## src/rtl/pool_pkg.sv

```systemverilog
package pool_pkg;

    // input and pooled map geometry
    localparam int MAP_SIZE = 28;
    localparam int OUT_SIZE = MAP_SIZE / 2;
    localparam int DATA_W   = 16;   // signed values from the systolic array
    localparam int CNT_W    = 5;    // column and row counters, 0 to 27

    // row buffer keeps one pair maximum per output column
    localparam int BUF_ADDR_W = 4;
    localparam int BUF_DEPTH  = 1 << BUF_ADDR_W;

    // the top entry parks the pair of an odd row, entry 14 is never touched
    localparam logic [BUF_ADDR_W-1:0] SPARE_ADR = 4'hf;

    // AXI4-Lite bus geometry
    localparam int AXI_ADDR_W = 4;
    localparam int AXI_DATA_W = 32;
    localparam int AXI_STRB_W = AXI_DATA_W / 8;
    localparam logic [1:0] AXI_RESP_OKAY = 2'b00;

    // register map
    localparam logic [AXI_ADDR_W-1:0] REG_CTRL      = 4'h0;
    localparam logic [AXI_ADDR_W-1:0] REG_STATUS    = 4'h4;
    localparam logic [AXI_ADDR_W-1:0] REG_OUT_COUNT = 4'h8;

    localparam int CTRL_START_BIT  = 0;
    localparam int STATUS_BUSY_BIT = 0;
    localparam int STATUS_DONE_BIT = 1;

    // 196 pooled values fit in one byte
    localparam int OUT_CNT_W = 8;

endpackage

```

## src/rtl/pool_ctrl_if.sv

```systemverilog
`timescale 1ns/1ps

// row buffer addressing and strobes from the FSM to the datapath
interface pool_ctrl_if
    import pool_pkg::*;
();

    logic                  pix_step;
    logic [BUF_ADDR_W-1:0] wr_adrs;
    logic [BUF_ADDR_W-1:0] rd_adrs;
    logic                  pair_sel;   // high on the second value of a horizontal pair
    logic                  hold_wr;
    logic                  buf_wr;
    logic                  pool_done;

    modport ctrl (
        output pix_step, wr_adrs, rd_adrs, pair_sel, hold_wr, buf_wr, pool_done
    );

    modport dp (
        input pix_step, wr_adrs, rd_adrs, pair_sel, hold_wr, buf_wr, pool_done
    );

endinterface

```

## src/rtl/pool_axil_regs.sv

```systemverilog
`timescale 1ns/1ps

module pool_axil_regs
    import pool_pkg::*;
(
    input  logic                  clk,
    input  logic                  nrst,
    input  logic [AXI_ADDR_W-1:0] awaddr,
    input  logic                  awvalid,
    output logic                  awready,
    input  logic [AXI_DATA_W-1:0] wdata,
    input  logic [AXI_STRB_W-1:0] wstrb,
    input  logic                  wvalid,
    output logic                  wready,
    output logic [1:0]            bresp,
    output logic                  bvalid,
    input  logic                  bready,
    input  logic [AXI_ADDR_W-1:0] araddr,
    input  logic                  arvalid,
    output logic                  arready,
    output logic [AXI_DATA_W-1:0] rdata,
    output logic [1:0]            rresp,
    output logic                  rvalid,
    input  logic                  rready,
    input  logic                  run_finish,
    input  logic                  pool_valid,
    output logic                  run_start
);

    logic                  busy;
    logic                  done;
    logic [OUT_CNT_W-1:0]  out_count;
    logic                  wr_fire;
    logic                  rd_fire;
    logic                  start_req;
    logic [AXI_DATA_W-1:0] rd_word;

    assign wr_fire = awvalid && awready && wvalid && wready;
    assign rd_fire = arvalid && arready;

    // only the low byte of the control word carries the start bit
    assign start_req = wr_fire && (awaddr == REG_CTRL) && wstrb[0]
                       && wdata[CTRL_START_BIT] && !busy;

    assign bresp = AXI_RESP_OKAY;
    assign rresp = AXI_RESP_OKAY;

    always_comb
    begin
        rd_word = '0;   // unmapped offsets read as zero
        case (araddr)
            REG_STATUS:
            begin
                rd_word[STATUS_BUSY_BIT] = busy;
                rd_word[STATUS_DONE_BIT] = done;
            end
            REG_OUT_COUNT: rd_word[OUT_CNT_W-1:0] = out_count;
            default:       rd_word = '0;
        endcase
    end

    always_ff @(posedge clk or negedge nrst)
    begin
        if (!nrst)
        begin
            awready <= 1'b0;
            wready  <= 1'b0;
            bvalid  <= 1'b0;
            arready <= 1'b0;
            rvalid  <= 1'b0;
        end
        else
        begin
            // both ready flags rise for one cycle once address and data are present
            awready <= awvalid && wvalid && !bvalid && !awready;
            wready  <= awvalid && wvalid && !bvalid && !awready;
            if (wr_fire)
                bvalid <= 1'b1;
            else if (bready)
                bvalid <= 1'b0;

            arready <= arvalid && !rvalid && !arready;
            if (rd_fire)
                rvalid <= 1'b1;
            else if (rready)
                rvalid <= 1'b0;
        end
    end

    always_ff @(posedge clk)
    begin
        if (rd_fire)
            rdata <= rd_word;
    end

    always_ff @(posedge clk or negedge nrst)
    begin
        if (!nrst)
        begin
            run_start <= 1'b0;
            busy      <= 1'b0;
            done      <= 1'b0;
            out_count <= '0;
        end
        else
        begin
            run_start <= start_req;
            if (start_req)
            begin
                busy      <= 1'b1;
                done      <= 1'b0;
                out_count <= '0;
            end
            else
            begin
                if (run_finish)
                begin
                    busy <= 1'b0;
                    done <= 1'b1;   // sticky until the next start
                end
                if (pool_valid)
                    out_count <= out_count + 1'b1;
            end
        end
    end

endmodule

```

## src/rtl/pool_control.sv

```systemverilog
`timescale 1ns/1ps

module pool_control
    import pool_pkg::*;
(
    input  logic      clk,
    input  logic      nrst,
    input  logic      run_start,
    input  logic      pix_valid,
    output logic      run_finish,
    pool_ctrl_if.ctrl ctl
);

    // even input rows fill the buffer, odd rows combine with it
    enum logic [1:0] {
        idle      = 2'b00,
        buffering = 2'b01,
        working   = 2'b10,
        finished  = 2'b11
    } state, state_nxt;

    logic [CNT_W-1:0] col;
    logic [CNT_W-1:0] col_nxt;
    logic [CNT_W-1:0] row;
    logic [CNT_W-1:0] row_nxt;
    logic             active;
    logic             step;
    logic             last_col;
    logic             last_row;
    logic             odd_done;
    logic             even_done;

    assign active   = (state == buffering) || (state == working);
    assign step     = pix_valid && active;   // nothing moves in a gap of the stream
    assign last_col = (col == CNT_W'(MAP_SIZE - 1));
    assign last_row = (row == CNT_W'(MAP_SIZE - 1));

    always_ff @(posedge clk or negedge nrst)
    begin
        if (!nrst)
        begin
            state      <= idle;
            col        <= '0;
            row        <= '0;
            run_finish <= 1'b0;
        end
        else
        begin
            state      <= state_nxt;
            col        <= col_nxt;
            row        <= row_nxt;
            run_finish <= (state == finished);   // lands with the last pooled value
        end
    end

    always_comb
    begin
        state_nxt = state;
        col_nxt   = col;
        row_nxt   = row;
        case (state)
            idle:
            begin
                col_nxt = '0;
                row_nxt = '0;
                if (run_start)
                    state_nxt = buffering;
            end
            buffering, working:
            begin
                if (step)
                begin
                    if (last_col)
                    begin
                        col_nxt = '0;
                        row_nxt = row + 1'b1;
                        if (state == buffering)
                            state_nxt = working;
                        else if (last_row)
                            state_nxt = finished;
                        else
                            state_nxt = buffering;
                    end
                    else
                    begin
                        col_nxt = col + 1'b1;
                    end
                end
            end
            finished:
            begin
                state_nxt = idle;
            end
            default:
            begin
                state_nxt = idle;
            end
        endcase
    end

    // a block held in the spare entry completes on the next accepted value
    assign odd_done  = step && (state == working) && !col[0] && (col != '0);
    // the last block of an odd row is emitted on the first value of the next row
    assign even_done = step && (state == buffering) && (col == '0) && (row != '0);

    assign ctl.pix_step  = step;
    assign ctl.pair_sel  = col[0];
    assign ctl.wr_adrs   = col[BUF_ADDR_W:1];
    assign ctl.rd_adrs   = (col == '0) ? BUF_ADDR_W'(OUT_SIZE - 1)
                                       : col[BUF_ADDR_W:1] - 1'b1;
    assign ctl.buf_wr    = step && (state == buffering) && col[0];
    assign ctl.hold_wr   = step && (state == working) && col[0];
    assign ctl.pool_done = odd_done || even_done || (state == finished);

endmodule

```

## src/rtl/pool_datapath.sv

```systemverilog
`timescale 1ns/1ps

module pool_datapath
    import pool_pkg::*;
(
    input  logic              clk,
    input  logic              nrst,
    input  logic [DATA_W-1:0] pix_data,
    output logic              pool_valid,
    output logic [DATA_W-1:0] pool_data,
    pool_ctrl_if.dp           ctl
);

    logic [DATA_W-1:0] pair_q;
    logic [DATA_W-1:0] pair_max;
    logic [DATA_W-1:0] block_max;
    logic [DATA_W-1:0] row_buf [BUF_DEPTH];

    // all values are two's complement
    function automatic logic [DATA_W-1:0] smax(
        input logic [DATA_W-1:0] a,
        input logic [DATA_W-1:0] b
    );
        logic a_wins;
        a_wins = ($signed(a) > $signed(b));
        return a_wins ? a : b;
    endfunction

    assign pair_max = smax(pair_q, pix_data);

    // first value of a pair is loaded, the second one is compared in
    always_ff @(posedge clk)
    begin
        if (ctl.pix_step)
        begin
            if (ctl.pair_sel)
                pair_q <= pair_max;
            else
                pair_q <= pix_data;
        end
    end

    // even rows store per column, odd rows park the pair in the spare entry
    always_ff @(posedge clk)
    begin
        if (ctl.buf_wr)
            row_buf[ctl.wr_adrs] <= pair_max;
        else if (ctl.hold_wr)
            row_buf[SPARE_ADR] <= pair_max;
    end

    // spare holds the lower pair, rd_adrs points at the upper pair of the block
    assign block_max = smax(row_buf[SPARE_ADR], row_buf[ctl.rd_adrs]);

    always_ff @(posedge clk or negedge nrst)
    begin
        if (!nrst)
            pool_valid <= 1'b0;
        else
            pool_valid <= ctl.pool_done;
    end

    always_ff @(posedge clk)
    begin
        if (ctl.pool_done)
            pool_data <= block_max;
    end

endmodule

```

## src/rtl/pool_top.sv

```systemverilog
`timescale 1ns/1ps

module pool_top
    import pool_pkg::*;
(
    input  logic                  clk,
    input  logic                  nrst,
    input  logic [AXI_ADDR_W-1:0] awaddr,
    input  logic                  awvalid,
    output logic                  awready,
    input  logic [AXI_DATA_W-1:0] wdata,
    input  logic [AXI_STRB_W-1:0] wstrb,
    input  logic                  wvalid,
    output logic                  wready,
    output logic [1:0]            bresp,
    output logic                  bvalid,
    input  logic                  bready,
    input  logic [AXI_ADDR_W-1:0] araddr,
    input  logic                  arvalid,
    output logic                  arready,
    output logic [AXI_DATA_W-1:0] rdata,
    output logic [1:0]            rresp,
    output logic                  rvalid,
    input  logic                  rready,
    input  logic                  pix_valid,
    input  logic [DATA_W-1:0]     pix_data,
    output logic                  pool_valid,
    output logic [DATA_W-1:0]     pool_data
);

    logic run_start;
    logic run_finish;

    pool_ctrl_if ctl_if ();

    pool_control u_control (
        .clk        (clk),
        .nrst       (nrst),
        .run_start  (run_start),
        .pix_valid  (pix_valid),
        .run_finish (run_finish),
        .ctl        (ctl_if.ctrl)
    );

    pool_datapath u_datapath (
        .clk        (clk),
        .nrst       (nrst),
        .pix_data   (pix_data),
        .pool_valid (pool_valid),
        .pool_data  (pool_data),
        .ctl        (ctl_if.dp)
    );

    // pool_valid also drives the output counter in the register block
    pool_axil_regs u_regs (
        .clk        (clk),
        .nrst       (nrst),
        .awaddr     (awaddr),
        .awvalid    (awvalid),
        .awready    (awready),
        .wdata      (wdata),
        .wstrb      (wstrb),
        .wvalid     (wvalid),
        .wready     (wready),
        .bresp      (bresp),
        .bvalid     (bvalid),
        .bready     (bready),
        .araddr     (araddr),
        .arvalid    (arvalid),
        .arready    (arready),
        .rdata      (rdata),
        .rresp      (rresp),
        .rvalid     (rvalid),
        .rready     (rready),
        .run_finish (run_finish),
        .pool_valid (pool_valid),
        .run_start  (run_start)
    );

endmodule

```

## config.mk

```make
export PLATFORM = sky130hd
export DESIGN_NAME = pool_top
export DESIGN_NICKNAME = d
export VERILOG_FILES = /design/src/rtl/pool_pkg.sv /design/src/rtl/pool_ctrl_if.sv /design/src/rtl/pool_axil_regs.sv /design/src/rtl/pool_control.sv /design/src/rtl/pool_datapath.sv /design/src/rtl/pool_top.sv
export SDC_FILE = /design/constraint.sdc
export NUM_CORES = 1
export LEC_CHECK = 0
export ABC_CLOCK_PERIOD_IN_PS = 9900
export BUFFER_PORTS_ARGS = -buffer_cell sky130_fd_sc_hd__clkbuf_2
export CAP_MARGIN = 20
export CORE_ASPECT_RATIO = 0.7
export CORE_UTILIZATION = 27
export DETAILED_ROUTE_END_ITERATION = 8
export RECOVER_POWER = 100
export SLEW_MARGIN = 10
export SYNTH_ARGS = -nofsm -noshare
export SYNTH_HDL_FRONTEND = slang
export SYNTH_SLANG_ARGS = --single-unit
```

## constraint.sdc

```tcl
create_clock -name clk -period 9.9 [get_ports clk]
set_clock_uncertainty 0.05 [all_clocks]
set_input_delay 1.485 -clock clk [delete_from_list [all_inputs] [get_ports clk]]
set_output_delay 1.485 -clock clk [all_outputs]
set_load 0.05 [all_outputs]
```

# After elaboration in Yosys (flattened, before gate mapping)

Memory sizes are Yosys's and may differ from the RTL's.
Cells that the tools add are included.

Flip-flop bits (word level): 69
RAM bits: 256
Input bits: 68
Output and inout port bits: 58
Word-level logic and storage cells: 115
Memories: 1

Add/sub/neg operators: 4
Magnitude comparators: 2
Eq/ne operators: 10
Multiplexer cells: 35
Reductions and logical operators: 46

Memory list:

| memory             | depth | width | read ports | clocked after Yosys merged registers in | write ports | RTL line            | text |
|---|---|---|---|---|---|---|---|
| u_datapath.row_buf | 16    | 16    | 2          | 0                                       | 1           | pool_datapath.sv:17 | `logic [DATA_W-1:0] row_buf [BUF_DEPTH];` |

Operators by type and width:

| kind                                                   | number |
|---|---|
| two-way mux 16 bit                                     | 4 |
| > comparator 16 bit                                    | 2 |
| logical AND 1 bit                                      | 22 |
| two-way mux 5 bit                                      | 4 |
| one-hot mux 5 bit (2 select lines)                     | 2 |
| two-way mux 8 bit                                      | 2 |
| OR reduction 16 bit                                    | 1 |
| two-way mux 1 bit                                      | 14 |
| adder 5 x 1 -> 5 bit (second input constant)           | 2 |
| == test 5 bit (second input constant)                  | 2 |
| two-way mux 2 bit                                      | 5 |
| nonzero test 2 bit                                     | 5 |
| nonzero test 5 bit                                     | 2 |
| adder 8 x 1 -> 8 bit (second input constant)           | 1 |
| two-way mux 4 bit                                      | 2 |
| zero test 1 bit                                        | 6 |
| inequality test 2 x 1 -> 1 bit (second input constant) | 3 |
| one-hot mux 2 bit (3 select lines)                     | 1 |
| AND reduction 3 bit                                    | 2 |
| zero test 5 bit                                        | 1 |
| == test 2 bit (second input constant)                  | 2 |
| == test 4 x 3 -> 1 bit (second input constant)         | 1 |
| == test 4 bit (second input constant)                  | 1 |
| zero test 4 bit                                        | 1 |
| 7 further kinds                                        | 9 |

# Depth between registers and ports, before layout

Depth in word-level cells: 10
Depth in mapped cells: 21
Depth with buffers taken out: 14

# Cells and area by module

From an unflattened synthesis, not the netlist that was laid out.

Cell total of the unflattened synthesis: 794
Area, all modules: 14315.0 um^2

Modules (own cells, without submodules):

| module         | times used | cells an instance | area an instance (um^2) | sequential area each (um^2) |
|---|---|---|---|---|
| pool_datapath  | 1          | 582               | 12146.6                 | 8673.3 |
| pool_axil_regs | 1          | 111               | 1208.7                  | 615.6 |
| pool_control   | 1          | 101               | 959.7                   | 325.3 |

# Worst setup path before layout

OpenSTA, ideal clock, no wires.

Path kind: register to register
Start: register u_control.col[1]
End: register u_datapath.pool_data[10], data pin
Library setup time: 0.265 ns
Arrival: 4.556 ns
Data required time: 9.585 ns
Setup slack: 5.029 ns
Stages on the path, launching flop included: 20
Path buffers: 5
Clock period less this slack: 4.871 ns
Path through: dfrtp_1 buf_2 inv_1 clkbuf_1 ha_1 or4b_4 buf_6 nand3_2 nor2_2 a32o_1 or4_4 ha_1 nor2b_1 o211ai_1 a21boi_0 or4_1 o211a_1 clkbuf_1 buf_2 mux2i_1

Longest elaborated chain between the ends: 5
Elaborated cells on any way between the ends: 6
Classes of those cells: 1 x add/sub; 1 x order compare; 2 x mux; 1 x reduce/logical; 1 x memory

RTL lines:

| what                                                         | RTL line                                 | text |
|---|---|---|
| start, declared                                              | pool_control.sv:22                       | `logic [CNT_W-1:0] col;` |
| start signal, assigned                                       | pool_control.sv:50                       | `col <= col_nxt;` |
| subtractor 4 x 1 -> 4 bit or zero test 5 bit (tied branches) | pool_control.sv:110, pool_control.sv:109 |  |
| two-way mux 4 bit *                                          | pool_control.sv:109                      | `assign ctl.rd_adrs = (col == '0) ? BUF_ADDR_W'(OUT_SIZE - 1)` |
| memory read (16 x 16 bit) *                                  | -                                        |  |
| > comparator 16 bit                                          | pool_datapath.sv:25                      | `a_wins = ($signed(a) > $signed(b));` |
| two-way mux 16 bit *                                         | pool_datapath.sv:26                      | `return a_wins ? a : b;` |
| net u_datapath.block_max[10]                                 | pool_datapath.sv:16                      | `logic [DATA_W-1:0] block_max;` |
| end signal, assigned                                         | pool_datapath.sv:66                      | `pool_data <= block_max;` |
| end, declared                                                | pool_datapath.sv:10                      | `output logic [DATA_W-1:0] pool_data,` |

The timed path passes the listed nets; every way through them passes the cells marked *.
A chain may end at the register's enable or synchronous reset.

# Final worst setup path

Start: register u_control.col[1]
End: register u_datapath.pool_data[0], data pin

Same word-level chain as after synthesis.

==> out/qor.yml <==
power_and_ir_drop:
  p_sw_mw: 1.69
  switching_share_pct: 36.6
  intPower_mw: 2.93
  peakVddDrop_v: 0.000114
  total_power_mw: 4.63
  power_density_nw_per_um2: 274
  p_comb_share_pct: 32.7
  pwr-share-seq_pct: 39.7
  pwr-share-clk_pct: 27.7
  p_leak_nw: 6.07
clock_network:
  cts_max_level: 2
  clkLatencyLatePin_ns: 0.52
  postCtsResizedCells: 0
  cts_setup_buffers: 0
  clockBufferDepth: 3
  ctsHoldBuffers: 0
  cts_root_buf: "clkbuf_16"
  tritoncts: "done"
  cts_made_buffers: 34
  clk_pin_slew_ns: 0.06
  clkSinkCount: 325
yosys:
  yosys_most_used_dff: "edfxtp_1"
  synth_async_sr_flop_share_pct: 8.92
  synth_top_area_cell: "edfxtp_1"
  synthTopCellsByCount: "edfxtp_1, nor2_1, nand2_1"
  ys_ff_latch: 325
  synth-edff-count: 296
  yosys_warnings: 0
  syn_avg_cell_area_um2: 12.6
  synth.most_common_cell: "edfxtp_1"
  ys_types: 70
  synth.top_cell.area_share_pct: 59.7
  syn_area_um2: 14900
  synth_area_leaders: "edfxtp_1, dfrtp_1, ha_1"
  synth.yosys.seq_area_share_pct: 64.5
  synthCells: 1184
route:
  drt-total-wl_mm: 37.1
  wl_met2_mm: 14.4
  top_layer_used: "met4"
  met1Wirelength_mm: 18.1
  vias_per_cell: 4.79
  vias: 9514
  drt-pass1-iter-count: 5
  drc: 0
  met3_length_mm: 4.07
  routedWlPerCell_um: 18.7
  drtIter0Drc: 1002
  antenna_left: 0
place:
  dp_hpwl_mm: 23.6
  place.gp.congestion: 0.809
  place_ws_ns: 2.68
  io_buffers: 63
  dpl_cell_area_um2: 15900
grt:
  grt_pass1_wl_mm: 55.9
  grt_overflow: 0
  grt_start_max_net_pins: 81
  grt_pass1_vias: 9067
  grt_util_all_layers_pct: 13.2
  antenna_found_initial: 0
critical_path:
  critical_path.max_stage_delay_ns: 0.89
  cp_slowest_cell: "dfrtp_4"
  required_ns: 10.10
  arrival_ns: 8.04
  start_kind: "flip-flop"
  critical_path_class: "reg -> reg"
  endpoint_kind: "flip-flop"
  crit_chain: "inv_1 -> ha_1 -> xnor2_1 -> or3_1 -> clkbuf_1 -> o22ai_1 -> nor4_1 -> a31oi_1 -> ha_1 -> nand4_1 -> nor3_1 -> a21boi_0 -> or4_1 -> o211a_1 -> mux2_2"
  worst_path_most_repeated_cell: "ha_1"
  path_max_fanout: 68
floorplan:
  rows: 71
  ios: 126
  dieArea_um2: 56100
  core_area_um2: 54100
  dieWidth_um: 283
  start_util_pct: 27.5
  chipHeight_um: 199
run_status:
  status: "finished, violations left"
  violations: "max-capacitance violations, max-slew violations"
final_layout:
  antenna_cells: 0
  design_area_um2: 16900
  layout-drive-gt1-share_pct: 8.60
  nets: 1344
  area_growth_pct: 13.2
  nFillCells: 5418
  fin_util_pct: 31.2
timing:
  rsz0062_at_grt: "false"
  drv_slew: 127
  relSlewSlack_pct: -15.9
  setup_ws_ns: 2.06
  fin_crit_ns: 7.84
  tightest_slew_ns: 1.73
  hold_viol: 0
  final.setup.tns_ns: 0
  setup_viol: 0
  fmax_mhz: 128
  finalCritPeriodShare_pct: 79.2
job:
  cap_violations: 7
worst_hold_path:
  hold_path_class: "reg -> reg"
## power by group through the flow
stage               Clock (mW)  Combinational, mW  Sequential (mW)
finish                    1.28               1.51             1.83
CTS                       1.31               1.51             1.83
global placement             0               1.47             1.86
detailed placement           0               1.50             1.86
global route              1.36               1.64             1.85
floorplan                    0              0.954             1.90
## flip-flops by register name, indices dropped and copies added, names as in the netlist, 2 cells and up
name	count
u_control.col	5
u_control.row	5
u_control.state	2
u_datapath.pair_q	16
u_datapath.pool_data	16
u_datapath.row_buf	256
u_regs.out_count	8
u_regs.rdata	8
## metrics by stage
step / instances / hold WS [ns]
after global routing: 1986 / 0.429
after global placement: 1923 / 0.387
final: 1986 / 0.405
after floorplan: 1211 / 0.410
after CTS: 1985 / 0.411
after detailed placement: 1925 / 0.402
## cell usage in the layout, fill, tap and decap left out, types with 25 or more instances in the layout
master	instances
a211oi_1	28
a21oi_1	43
a31oi_1	67
and3_1	27
clkbuf_1	60
clkbuf_16	36
clkbuf_2	30
conb_1	28
dfrtp_1	28
edfxtp_1	296
ha_1	44
inv_1	87
mux2i_1	25
nand2_1	91
nor2_1	98
o21ai_0	27
## kinds of logic after synthesis
kind of cell,after synthesis,synth area share [%]
DFF,325,64.5
buffers and inverters,181,5.57
AOI/OAI and AO/OA,230,10.1
and+or+nand+nor,329,10.9
xor gates and xnor gates,12,0.705
muxes,62,4.48
adders and majority gates,44,3.70
other,1,0.0252
## per-layer routing
metal | GRT usage, % | vias to the layer above
met5 | 0 | -
li1 | - | 4447
met2 | 17.4 | 355
met4 | 2.48 | 0
met3 | 3.55 | 36
met1 | 21.0 | 4676
## critical path, delay by kind of cell (launching register included)
family	cells	cell delay [ns]
buf+inv	2	1.35
flops	1	0.89
mux	1	0.41
fa+ha+maj	2	0.82
compound gates	4	1.56
xor+xnor	1	0.75
simple gates	5	1.73
## path summary, 6_finish.rpt
check	depth (start not counted)	slack, ns	end	start
hold reg to reg	1	0.40	u_regs.arready$_DFF_PN0_	u_regs.arready$_DFF_PN0_
setup reg to reg	15	2.06	u_datapath.pool_data[0]$_DFFE_PP_	u_control.col[1]$_DFFE_PN0P_
setup / recovery	15	2.06	u_datapath.pool_data[0]$_DFFE_PP_	u_control.col[1]$_DFFE_PN0P_
hold / removal	1	0.40	u_regs.arready$_DFF_PN0_	u_regs.arready$_DFF_PN0_
max in group asynchronous	1	7.35	u_control.col[1]$_DFFE_PN0P_	nrst
min in group asynchronous	1	1.33	u_regs.out_count[2]$_DFFE_PN0P_	nrst
## layout make-up
cell class / count / area (um^2) / share of cell area [%]
Sequential cell: 325 / 9620 / 57.0
Clock inverter: 9 / 123 / 0.727
Multi-Input combinational cell: 705 / 4580 / 27.1
Tap cell: 730 / 913 / 5.41
Timing Repair Buffer: 79 / 345 / 2.05
Inverter: 87 / 327 / 1.94
Clock buffer: 51 / 967 / 5.73
Power figures use the tool's default switching activity.
